$ cat config.mk
export PLATFORM = sky130hd
export DESIGN_NAME = adpll_ctrl
export DESIGN_NICKNAME = d
export VERILOG_FILES = /design/src/adpll_pkg.sv /design/src/acquisition_fsm.sv /design/src/adpll_ctrl.sv /design/src/dco_word_steering.sv /design/src/lock_detector.sv /design/src/loop_filter.sv /design/src/phase_accumulator.sv
export VERILOG_INCLUDE_DIRS = /design/src /design/src/include
export SDC_FILE = /design/constraint.sdc
export NUM_CORES = 2
export LEC_CHECK = 0
export BUFFER_PORTS_ARGS = -buffer_cell sky130_fd_sc_hd__buf_2
export CAP_MARGIN = 25
export CORE_MARGIN = 4
export CORE_UTILIZATION = 65
export DETAILED_ROUTE_END_ITERATION = 10
export HOLD_SLACK_MARGIN = 0.12
export PLACE_DENSITY = 0.93
export SLEW_MARGIN = 20
export SYNTH_ARGS = -nofsm -noshare
export SYNTH_HDL_FRONTEND = slang
export SYNTH_SLANG_ARGS = --single-unit
$ cat constraint.sdc
create_clock -name clk -period 34 [get_ports clk]
set_clock_uncertainty 0.2 [all_clocks]
set_input_delay 6.8 -clock clk [delete_from_list [all_inputs] [get_ports clk]]
set_output_delay 6.8 -clock clk [all_outputs]
set_load 0.03 [all_outputs]
$ cat src/include/adpll_config.svh
`ifndef ADPLL_CONFIG_SVH
`define ADPLL_CONFIG_SVH

////////////////////////////////////////
// Word widths
////////////////////////////////////////
`define ADPLL_FCWW 26
`define ADPLL_ACCW 27
`define ADPLL_INTW 12
`define ADPLL_FRAW 14
`define ADPLL_TDCW 12
`define ADPLL_OTW_SHIFT 7
`define ADPLL_OTWW (`ADPLL_ACCW - `ADPLL_FRAW)

// Power-up sequence, counted in enabled cycles
`define ADPLL_PU_TDC 16
`define ADPLL_PU_INJ 48
`define ADPLL_PU_DONE 112

// Lock decisions
`define ADPLL_LOCK_TIME 480
`define ADPLL_LOCK_REPEAT 15
`define ADPLL_LOCK_REPEAT_COARSE 8

// Capacitor bank limits
`define ADPLL_L_MAX 12
`define ADPLL_L_MIN (-13)
`define ADPLL_MS_MAX 127
`define ADPLL_MS_MIN (-128)

`endif

$ cat src/adpll_pkg.sv
`default_nettype none

package adpll_pkg;

`include "adpll_config.svh"

   // Operating mode as driven by the radio
   typedef enum logic [1:0] {
      MODE_PD,
      MODE_TEST,
      MODE_RX,
      MODE_TX
   } adpll_mode_t;

   // Acquisition steps, one per capacitor bank
   typedef enum logic [2:0] {
      ST_IDLE,
      ST_POWER_UP,
      ST_COARSE,
      ST_MEDIUM,
      ST_FINE
   } acq_state_t;

   typedef logic signed [`ADPLL_ACCW-1:0] phase_t;
   typedef logic signed [`ADPLL_OTWW-1:0] otw_t;
   typedef logic signed [4:0] l_word_t;
   typedef logic signed [7:0] ms_word_t;

endpackage

`default_nettype wire

$ cat src/acquisition_fsm.sv
`timescale 1ns/1ns
`default_nettype none
`include "adpll_config.svh"

module acquisition_fsm import adpll_pkg::*; (
   input  logic                   clk,
   input  logic                   rst,
   input  logic                   en,
   input  logic [`ADPLL_FCWW-1:0] fcw,
   input  adpll_mode_t            mode,
   input  logic                   lock,
   input  otw_t                   lock_word,
   input  otw_t                   otw_sat,
   input  logic [3:0]             alpha_l,
   input  logic [3:0]             alpha_m,
   input  logic [3:0]             alpha_s_rx,
   input  logic [3:0]             alpha_s_tx,
   input  logic [3:0]             beta,
   input  logic [2:0]             lambda_rx,
   input  logic [2:0]             lambda_tx,
   input  logic [1:0]             iir_n_rx,
   input  logic [1:0]             iir_n_tx,
   output acq_state_t             state,
   output logic                   acc_clear,
   output logic                   lock_clear,
   output logic                   lock_en,
   output logic                   coarse,
   output logic [3:0]             alpha,
   output logic [2:0]             lambda,
   output logic [1:0]             iir_n,
   output logic                   integral_en,
   output l_word_t                hold_l,
   output ms_word_t               hold_m,
   output ms_word_t               hold_s,
   output logic                   dco_pd_state,
   output logic                   tdc_pd_state,
   output logic                   tdc_pd_inj_state,
   output logic                   channel_lock,
   output logic                   channel_sat
);

   logic [`ADPLL_FCWW-1:0] fcw_last;
   adpll_mode_t            mode_last;
   logic [8:0]             time_count;
   logic                   lock_seen;

   // Lock is stale while the detector clear is still in flight
   assign lock_seen = lock && !lock_clear;
   assign coarse    = (state == ST_COARSE);

   ////////////////////////////////////////
   // Loop gains per step
   ////////////////////////////////////////
   always_comb begin
      alpha  = alpha_s_rx;
      lambda = lambda_rx;
      iir_n  = 2'd0;
      case (state)
         ST_COARSE: alpha = alpha_l;
         ST_MEDIUM: alpha = alpha_m;
         ST_FINE: begin
            if (mode == MODE_TX) begin
               alpha  = alpha_s_tx;
               lambda = lambda_tx;
               iir_n  = iir_n_tx;
            end else begin
               iir_n = iir_n_rx;
            end
         end
         default: ;
      endcase
   end

   always_ff @(posedge clk) begin
      if (rst) begin
         state            <= ST_IDLE;
         fcw_last         <= fcw;
         mode_last        <= mode;
         time_count       <= '0;
         acc_clear        <= 1'b0;
         lock_clear       <= 1'b0;
         lock_en          <= 1'b0;
         integral_en      <= 1'b0;
         hold_l           <= '0;
         hold_m           <= '0;
         hold_s           <= '0;
         dco_pd_state     <= 1'b1;
         tdc_pd_state     <= 1'b1;
         tdc_pd_inj_state <= 1'b1;
         channel_lock     <= 1'b0;
         channel_sat      <= 1'b0;
      end else if (en) begin
         fcw_last  <= fcw;
         mode_last <= mode;
         // New channel or mode restarts acquisition
         if (fcw != fcw_last || mode != mode_last) begin
            state <= ST_IDLE;
         end else begin
            case (state)
               ST_IDLE: begin
                  time_count   <= '0;
                  acc_clear    <= 1'b0;
                  lock_clear   <= 1'b1;
                  lock_en      <= 1'b0;
                  integral_en  <= 1'b0;
                  hold_l       <= '0;
                  hold_m       <= '0;
                  hold_s       <= '0;
                  channel_lock <= 1'b0;
                  channel_sat  <= 1'b0;
                  if (mode == MODE_PD) begin
                     dco_pd_state     <= 1'b1;
                     tdc_pd_state     <= 1'b1;
                     tdc_pd_inj_state <= 1'b1;
                  end
                  if (mode == MODE_RX || mode == MODE_TX) begin
                     state <= ST_POWER_UP;
                  end
               end
               ST_POWER_UP: begin
                  time_count   <= time_count + 9'd1;
                  dco_pd_state <= 1'b0;
                  if (time_count == 9'(`ADPLL_PU_TDC)) begin
                     tdc_pd_state <= 1'b0;
                  end
                  if (time_count == 9'(`ADPLL_PU_INJ)) begin
                     tdc_pd_inj_state <= 1'b0;
                  end
                  if (time_count == 9'(`ADPLL_PU_DONE)) begin
                     state      <= ST_COARSE;
                     acc_clear  <= 1'b1;
                     time_count <= '0;
                  end
               end
               ST_COARSE: begin
                  acc_clear  <= 1'b0;
                  lock_clear <= 1'b0;
                  lock_en    <= 1'b1;
                  if (lock_seen) begin
                     hold_l     <= l_word_t'(lock_word);
                     state      <= ST_MEDIUM;
                     acc_clear  <= 1'b1;
                     lock_clear <= 1'b1;
                  end
               end
               ST_MEDIUM: begin
                  acc_clear  <= 1'b0;
                  lock_clear <= 1'b0;
                  if (lock_seen) begin
                     hold_m     <= ms_word_t'(lock_word);
                     state      <= ST_FINE;
                     acc_clear  <= 1'b1;
                     lock_clear <= 1'b1;
                     lock_en    <= 1'b0;
                  end
               end
               ST_FINE: begin
                  acc_clear   <= 1'b0;
                  integral_en <= (beta != 4'd0);
                  if (!channel_lock) begin
                     time_count <= time_count + 9'd1;
                  end
                  if (time_count == 9'(`ADPLL_LOCK_TIME - 1)) begin
                     channel_lock <= 1'b1;
                     hold_s       <= ms_word_t'(otw_sat);
                  end
                  // Fine word pinned at a rail means the channel is out of range
                  channel_sat <= (otw_sat == otw_t'(`ADPLL_MS_MAX)) ||
                                 (otw_sat == otw_t'(`ADPLL_MS_MIN));
               end
               default: state <= ST_IDLE;
            endcase
         end
      end
   end

endmodule

`default_nettype wire

$ cat src/adpll_ctrl.sv
`timescale 1ns/1ns
`default_nettype none
`include "adpll_config.svh"

module adpll_ctrl import adpll_pkg::*; (
   input  logic                   clk,
   input  logic                   rst,
   input  logic                   en,
   input  logic [`ADPLL_FCWW-1:0] fcw,
   input  adpll_mode_t            adpll_mode,
   input  logic [`ADPLL_TDCW-1:0] tdc_word,
   input  logic [3:0]             alpha_l,
   input  logic [3:0]             alpha_m,
   input  logic [3:0]             alpha_s_rx,
   input  logic [3:0]             alpha_s_tx,
   input  logic [3:0]             beta,
   input  logic [2:0]             lambda_rx,
   input  logic [2:0]             lambda_tx,
   input  logic [1:0]             iir_n_rx,
   input  logic [1:0]             iir_n_tx,
   input  l_word_t                dco_c_l_word_test,
   input  ms_word_t               dco_c_m_word_test,
   input  ms_word_t               dco_c_s_word_test,
   input  logic                   dco_pd_test,
   input  logic                   tdc_pd_test,
   input  logic                   tdc_pd_inj_test,
   output logic                   channel_lock,
   output logic                   channel_sat,
   output logic                   dco_pd,
   output logic                   tdc_pd,
   output logic                   tdc_pd_inj,
   output l_word_t                dco_c_l_word,
   output ms_word_t               dco_c_m_word,
   output ms_word_t               dco_c_s_word
);

   acq_state_t state;
   phase_t     ph_acc;
   phase_t     ntw;
   otw_t       otw_sat;
   otw_t       lock_word;
   l_word_t    hold_l;
   ms_word_t   hold_m;
   ms_word_t   hold_s;
   logic       acc_clear;
   logic       lock_clear;
   logic       lock_en;
   logic       coarse;
   logic       lock;
   logic [3:0] alpha;
   logic [2:0] lambda;
   logic [1:0] iir_n;
   logic       integral_en;
   logic       dco_pd_state;
   logic       tdc_pd_state;
   logic       tdc_pd_inj_state;

   ////////////////////////////////////////
   // Loop datapath
   ////////////////////////////////////////
   phase_accumulator u_phase_acc (
      .clk(clk), .rst(rst), .en(en),
      .fcw(fcw), .tdc_word(tdc_word), .acc_clear(acc_clear), .ph_acc(ph_acc)
   );

   loop_filter u_loop_filter (
      .clk(clk), .rst(rst), .en(en), .acc_clear(acc_clear), .ph_acc(ph_acc),
      .alpha(alpha), .beta(beta), .lambda(lambda), .iir_n(iir_n),
      .integral_en(integral_en), .ntw(ntw)
   );

   dco_word_steering u_steering (
      .ntw(ntw), .state(state), .mode(adpll_mode), .acc_clear(acc_clear),
      .hold_l(hold_l), .hold_m(hold_m), .hold_s(hold_s),
      .test_l(dco_c_l_word_test), .test_m(dco_c_m_word_test), .test_s(dco_c_s_word_test),
      .otw_sat(otw_sat), .dco_c_l_word(dco_c_l_word),
      .dco_c_m_word(dco_c_m_word), .dco_c_s_word(dco_c_s_word)
   );

   lock_detector u_lock_det (
      .clk(clk), .rst(rst), .en(en), .lock_clear(lock_clear), .lock_en(lock_en),
      .coarse(coarse), .otw_sat(otw_sat), .lock(lock), .lock_word(lock_word)
   );

   ////////////////////////////////////////
   // Sequencing
   ////////////////////////////////////////
   acquisition_fsm u_fsm (
      .clk(clk), .rst(rst), .en(en), .fcw(fcw), .mode(adpll_mode),
      .lock(lock), .lock_word(lock_word), .otw_sat(otw_sat),
      .alpha_l(alpha_l), .alpha_m(alpha_m), .alpha_s_rx(alpha_s_rx),
      .alpha_s_tx(alpha_s_tx), .beta(beta), .lambda_rx(lambda_rx),
      .lambda_tx(lambda_tx), .iir_n_rx(iir_n_rx), .iir_n_tx(iir_n_tx),
      .state(state), .acc_clear(acc_clear), .lock_clear(lock_clear),
      .lock_en(lock_en), .coarse(coarse), .alpha(alpha), .lambda(lambda),
      .iir_n(iir_n), .integral_en(integral_en),
      .hold_l(hold_l), .hold_m(hold_m), .hold_s(hold_s),
      .dco_pd_state(dco_pd_state), .tdc_pd_state(tdc_pd_state),
      .tdc_pd_inj_state(tdc_pd_inj_state),
      .channel_lock(channel_lock), .channel_sat(channel_sat)
   );

   // Test mode hands the analog power-downs to the pins
   assign dco_pd     = (adpll_mode == MODE_TEST) ? dco_pd_test : dco_pd_state;
   assign tdc_pd     = (adpll_mode == MODE_TEST) ? tdc_pd_test : tdc_pd_state;
   assign tdc_pd_inj = (adpll_mode == MODE_TEST) ? tdc_pd_inj_test : tdc_pd_inj_state;

endmodule

`default_nettype wire

$ cat src/dco_word_steering.sv
`timescale 1ns/1ns
`default_nettype none
`include "adpll_config.svh"

module dco_word_steering import adpll_pkg::*; (
   input  phase_t      ntw,
   input  acq_state_t  state,
   input  adpll_mode_t mode,
   input  logic        acc_clear,
   input  l_word_t     hold_l,
   input  ms_word_t    hold_m,
   input  ms_word_t    hold_s,
   input  l_word_t     test_l,
   input  ms_word_t    test_m,
   input  ms_word_t    test_s,
   output otw_t        otw_sat,
   output l_word_t     dco_c_l_word,
   output ms_word_t    dco_c_m_word,
   output ms_word_t    dco_c_s_word
);

   phase_t otw_scaled;
   otw_t   otw_int;
   otw_t   otw_round;
   otw_t   sat_max;
   otw_t   sat_min;

   // DCO gain normalization
   assign otw_scaled = ntw <<< `ADPLL_OTW_SHIFT;
   assign otw_int    = otw_scaled[`ADPLL_ACCW-1:`ADPLL_FRAW];
   assign otw_round  = otw_scaled[`ADPLL_FRAW-1] ? otw_int + otw_t'(1) : otw_int;

   // Large bank is narrower than medium and small
   always_comb begin
      if (state == ST_COARSE) begin
         sat_max = otw_t'(`ADPLL_L_MAX);
         sat_min = otw_t'(`ADPLL_L_MIN);
      end else begin
         sat_max = otw_t'(`ADPLL_MS_MAX);
         sat_min = otw_t'(`ADPLL_MS_MIN);
      end
      if (otw_round > sat_max) begin
         otw_sat = sat_max;
      end else if (otw_round < sat_min) begin
         otw_sat = sat_min;
      end else begin
         otw_sat = otw_round;
      end
   end

   ////////////////////////////////////////
   // Bank output select
   ////////////////////////////////////////
   always_comb begin
      dco_c_l_word = hold_l;
      dco_c_m_word = hold_m;
      dco_c_s_word = hold_s;
      if (mode == MODE_TEST) begin
         dco_c_l_word = test_l;
         dco_c_m_word = test_m;
         dco_c_s_word = test_s;
      end else if (!acc_clear) begin
         case (state)
            ST_COARSE: dco_c_l_word = l_word_t'(otw_sat);
            ST_MEDIUM: dco_c_m_word = ms_word_t'(otw_sat);
            ST_FINE:   dco_c_s_word = ms_word_t'(otw_sat);
            default:   ;
         endcase
      end
   end

endmodule

`default_nettype wire

$ cat src/lock_detector.sv
`timescale 1ns/1ns
`default_nettype none
`include "adpll_config.svh"

module lock_detector import adpll_pkg::*; (
   input  logic clk,
   input  logic rst,
   input  logic en,
   input  logic lock_clear,
   input  logic lock_en,
   input  logic coarse,
   input  otw_t otw_sat,
   output logic lock,
   output otw_t lock_word
);

   otw_t       cand_a;
   otw_t       cand_b;
   logic [3:0] cnt_a;
   logic [3:0] cnt_b;
   logic [3:0] repeat_thr;

   // Coarse bank settles in fewer steps
   assign repeat_thr = coarse ? 4'(`ADPLL_LOCK_REPEAT_COARSE) : 4'(`ADPLL_LOCK_REPEAT);

   always_ff @(posedge clk) begin
      if (rst || (en && lock_clear)) begin
         cand_a    <= '1;
         cand_b    <= '1;
         cnt_a     <= '0;
         cnt_b     <= '0;
         lock      <= 1'b0;
         lock_word <= '1;
      end else if (en && lock_en) begin
         if (otw_sat == cand_a) begin
            cnt_a <= cnt_a + 4'd1;
            if (!lock && (cnt_a + 4'd1 >= repeat_thr)) begin
               lock      <= 1'b1;
               lock_word <= cand_a;
            end
         end else if (otw_sat == cand_b) begin
            cnt_b <= cnt_b + 4'd1;
            if (!lock && (cnt_b + 4'd1 >= repeat_thr)) begin
               lock      <= 1'b1;
               lock_word <= cand_b;
            end
         end else begin
            // Word dithers between two values near lock, so keep both
            cand_b <= cand_a;
            cnt_b  <= cnt_a;
            cand_a <= otw_sat;
            cnt_a  <= 4'd1;
         end
      end
   end

endmodule

`default_nettype wire

$ cat src/loop_filter.sv
`timescale 1ns/1ns
`default_nettype none

module loop_filter import adpll_pkg::*; (
   input  logic       clk,
   input  logic       rst,
   input  logic       en,
   input  logic       acc_clear,
   input  phase_t     ph_acc,
   input  logic [3:0] alpha,
   input  logic [3:0] beta,
   input  logic [2:0] lambda,
   input  logic [1:0] iir_n,
   input  logic       integral_en,
   output phase_t     ntw
);

   phase_t iir_out_1;
   phase_t iir_out_2;
   phase_t iir_out_3;
   phase_t iir_last_1;
   phase_t iir_last_2;
   phase_t iir_last_3;
   phase_t iir_sel;
   phase_t integral;
   phase_t integral_last;

   // First-order low pass, y += (x - y) * 2^-sh
   function automatic phase_t iir_step(input phase_t x, input phase_t y,
                                       input logic [2:0] sh);
      return (x >>> sh) - (y >>> sh) + y;
   endfunction

   ////////////////////////////////////////
   // IIR cascade
   ////////////////////////////////////////
   assign iir_out_1 = iir_step(ph_acc, iir_last_1, lambda);
   assign iir_out_2 = iir_step(iir_out_1, iir_last_2, lambda);
   assign iir_out_3 = iir_step(iir_out_2, iir_last_3, lambda);

   always_comb begin
      case (iir_n)
         2'd0:    iir_sel = ph_acc;
         2'd1:    iir_sel = iir_out_1;
         2'd2:    iir_sel = iir_out_2;
         default: iir_sel = iir_out_3;
      endcase
   end

   always_ff @(posedge clk) begin
      if (rst) begin
         iir_last_1 <= '0;
         iir_last_2 <= '0;
         iir_last_3 <= '0;
      end else if (en) begin
         if (acc_clear) begin
            iir_last_1 <= '0;
            iir_last_2 <= '0;
            iir_last_3 <= '0;
         end else begin
            iir_last_1 <= iir_out_1;
            iir_last_2 <= iir_out_2;
            iir_last_3 <= iir_out_3;
         end
      end
   end

   ////////////////////////////////////////
   // Proportional and integral paths
   ////////////////////////////////////////
   assign integral = iir_sel + integral_last;

   // A clear restarts the sum from the present filter output
   always_ff @(posedge clk) begin
      if (rst) begin
         integral_last <= '0;
      end else if (en) begin
         integral_last <= acc_clear ? iir_sel : integral;
      end
   end

   assign ntw = integral_en ? (integral >>> beta) + (iir_sel >>> alpha)
                            : (iir_sel >>> alpha);

endmodule

`default_nettype wire

$ cat src/phase_accumulator.sv
`timescale 1ns/1ns
`default_nettype none
`include "adpll_config.svh"

module phase_accumulator import adpll_pkg::*; (
   input  logic                   clk,
   input  logic                   rst,
   input  logic                   en,
   input  logic [`ADPLL_FCWW-1:0] fcw,
   input  logic [`ADPLL_TDCW-1:0] tdc_word,
   input  logic                   acc_clear,
   output phase_t                 ph_acc
);

   logic [`ADPLL_INTW-1:0]      fcw_int;
   logic [`ADPLL_FRAW-1:0]      fcw_frac;
   logic signed [`ADPLL_INTW:0] int_err;
   phase_t                      ph_err;

   assign {fcw_int, fcw_frac} = fcw;

   // TDC only resolves whole periods, so the fraction passes straight on
   assign int_err = $signed({1'b0, fcw_int}) - $signed({1'b0, tdc_word});
   assign ph_err  = {int_err, fcw_frac};

   always_ff @(posedge clk) begin
      if (rst) begin
         ph_acc <= '0;
      end else if (en) begin
         if (acc_clear) begin
            ph_acc <= '0;
         end else begin
            ph_acc <= ph_acc + ph_err;
         end
      end
   end

endmodule

`default_nettype wire

==> metrics.md <==
| Metric | Value |
|---|---|
| Post-Synthesis Cells | `4649` |
| Period minus WS final | `33.13 ns` |
| Worst Path Required | `27.00 ns` |
| Crit path DAT | `about 26 ns` |
| DR pass1 iterations | `9` |
| Die Height | `233 um` |
| Core area | `50000 um2` |
| Placer Congestion | `1.03` |
| Final Util | `between 70% and 80%` |
| Synth top area share | `13.4%` |
| Clock latency on the worst-skew pair | `0.62 ns` |
| CP Launch Type | `input pin` |
| Vias/cell | `6.84` |
| Die width | `233 um` |
| CTS buffer count | `31` |
| CTS clk-pin slew, worst paths | `0.07 ns` |
| Prevailing post-synth register cell | `dfxtp_1` |
| Hold Crit Class | `reg2reg` |
| Max Cap Viol | `0` |
| Count leader, synth | `nand2_1` |
| Initial antenna violation count | `4` |
| 1st-iter DRT viols | `4945` |
| Initial Utilization | `65.6%` |
| Commonest cells in the netlist | `604 x nand2_1, 489 x nor2_1, 426 x a21oi_1` |
| Vias | `36304` |
| Average wire per standard cell | `21.8 um` |
| Kind of critical path | `in2out` |
| Sequential fraction of the synthesis area | `16.0%` |
| Post-layout nets | `4969` |
| Net count after synthesis | `5011` |
| Status | `completed` |
| Final hold vios | `0` |
| Global Route Usage Sum | `40.6%` |
| Final TNS setup | `0 ns` |
| Largest net degree at the start of global routing | `78` |
| IO Pins | `123` |
| Max-slew violations | `0` |
| Max FO, Critical Path | `33` |
| Worst path slowest cell | `fa_1` |
| CP most frequent cell | `o21ai_0` |
| Row count | `82` |
| Port Buffers | `122` |
| Clock sinks | `about 250` |
| Final ANT Viol Nets | `0` |
| Fill count | `about 4000` |
| Vias in the first global route | `~33000` |
| CTS H-tree depth | `1` |
| Unique masters post-synth | `120` |
| Congestion Overflow GR | `0` |
| Post-DP HPWL | `85.2 mm` |
| Final setup fails | `0` |
| Post-route DRC | `0` |
| Clock Path Buffers | `3` |
| Fmax | `30.2 MHz` |
| Root Buffer | `clkbuf_16` |
| Die Area | `between 50000 and 60000 um2` |
| Synth area leader | `dfxtp_1` |
| Area contributors post-synth | `dfxtp_1 13%, mux2i_1 7.6%, ha_1 7.0%, nand2_1 6.9%, a21oi_1 6.5%` |
| Post-Syn Area | `32800 um2` |
| WL final | `between 100 and 150 mm` |
| Register bit total from synthesis | `248` |
| Async S/R FF share, synth | `0%` |
| Synthesized area per cell | `~7.1 um2` |
| Max incr delay on CP | `0.59 ns` |
| Layout area overhead | `7.49%` |
| Crit end category | `primary output` |
| CTS tree | `done` |
| Syn. warnings | `0` |
| Number of synthesized flops with an enable pin | `28` |
| Global-route wire length before repair | `180 mm` |
| Fin crit share | `97.4%` |
| Least-Margin Pin Slew | `about 1.2 ns` |
| Layout cell share with drive strength beyond 1 | `under 10%` |
| Slew Limit Headroom | `19.6%` |
[path summary, 6_finish.rpt]
check / from / end / slack (ns) / cells past startpoint
setup / recovery: adpll_mode[1] / dco_c_m_word[6] / 0.87 / 80
hold / removal: u_fsm.hold_m[3] / u_fsm.hold_m[3] / 0.26 / 2
setup reg to reg: u_fsm.state[0] / u_lock_det.lock_word[7] / 12.52 / 81
hold reg to reg: u_fsm.hold_m[3] / u_fsm.hold_m[3] / 0.26 / 2
[layout by cell type, fill, tap and decap left out, types with 14 or more instances in the layout]
cell	n
o22ai_1	46
a21o_1	57
o21ai_1	25
a22oi_1	21
inv_1	368
mux2_2	16
mux2i_1	247
dfxtp_1	220
or2_2	17
buf_4	89
nand3_1	107
o221ai_1	14
xnor2_1	86
o21ai_0	296
o211a_1	17
or3_1	29
ha_1	180
nor3_1	80
a21oi_1	421
a211oi_1	89
clkbuf_16	31
nor4_1	26
nand4_1	48
o211ai_1	72
a31oi_1	45
o21bai_1	36
nor2b_1	14
and3_1	43
o21a_1	23
and2_1	34
buf_2	124
edfxtp_1	28
nand2_1	603
o32ai_1	14
xor2_1	73
nand2b_1	27
nor2_1	485
fa_1	81
[layer usage]
layer / track usage [%] / up-vias / part of all wire (%)
li1: - / 16551 / -
met1: 53.0 / 16571 / 37
met2: 62.4 / 2645 / 42
met3: 9.65 / 537 / 13
met4: 21.5 / 0 / 6.9
met5: 0 / - / 0
[logic make-up (layout without fill, tap and decap cells)]
kind of cell	Yosys count	in the layout	share of synthesized area, %
compound gates	1407	1407	27.9
xor+xnor	171	171	4.61
fa+ha+maj	265	265	12.0
buf+inv	661	642	7.87
flops	248	248	16.0
mux	282	283	9.04
other cells	0	2	0
simple gates	1615	1615	22.7
[layout make-up]
class                   instances  area [um2]  area share (%)
diodes                          2        5.00          0.0142
clock buffers                  32         790            2.24
clock inverters                25         263           0.746
inverters                     371        1390            3.96
multi-input cells            3741       25400            72.1
flip-flops and latches        248        5250            14.9
well taps                     672         841            2.39
repair buffers                214        1310            3.71
[stage by stage]
step | area [um2] | setup slack, ns | instances | hold WS [ns]
after CTS | 34800 | 0.0946 | 5288 | 0.260
final | 35200 | 0.871 | 5305 | 0.261
after floorplan | 32800 | 2.33 | 4649 | 0.229
after global routing | 35200 | -0.0658 | 5304 | 0.286
after detailed placement | 33800 | 0.164 | 5231 | 0.243
after global placement | 33700 | 0.533 | 5229 | 0.238
[critical path, delay by kind of cell]
kind | cells | cell delay [ns]
muxes | 9 | 2.57
and+or+nand+nor | 20 | 3.42
adders and majority gates | 9 | 3.64
buffers and inverters | 8 | 1.23
xor gates and xnor gates | 4 | 1.38
AOI/OAI and AO/OA | 30 | 7.03
[sequential cells by signal, indices dropped and copies added (netlist names), 9 cells and up]
name	count
u_loop_filter.iir_last_2	27
u_fsm.fcw_last	26
u_loop_filter.integral_last	27
u_phase_acc.ph_acc	27
u_fsm.time_count	9
u_lock_det.cand_b	13
u_loop_filter.iir_last_3	27
u_lock_det.cand_a	13
u_loop_filter.iir_last_1	27
[what timing repair did]
action	CTS	global route
endpoints found under the setup margin	0	21
buffers inserted	0	13
gates resized for setup	0	66
hold buffers	0	0
Power is left out: the tool's default activity adds up to more than one toggle a clock period on the data nets, which glitch-free logic cannot reach.
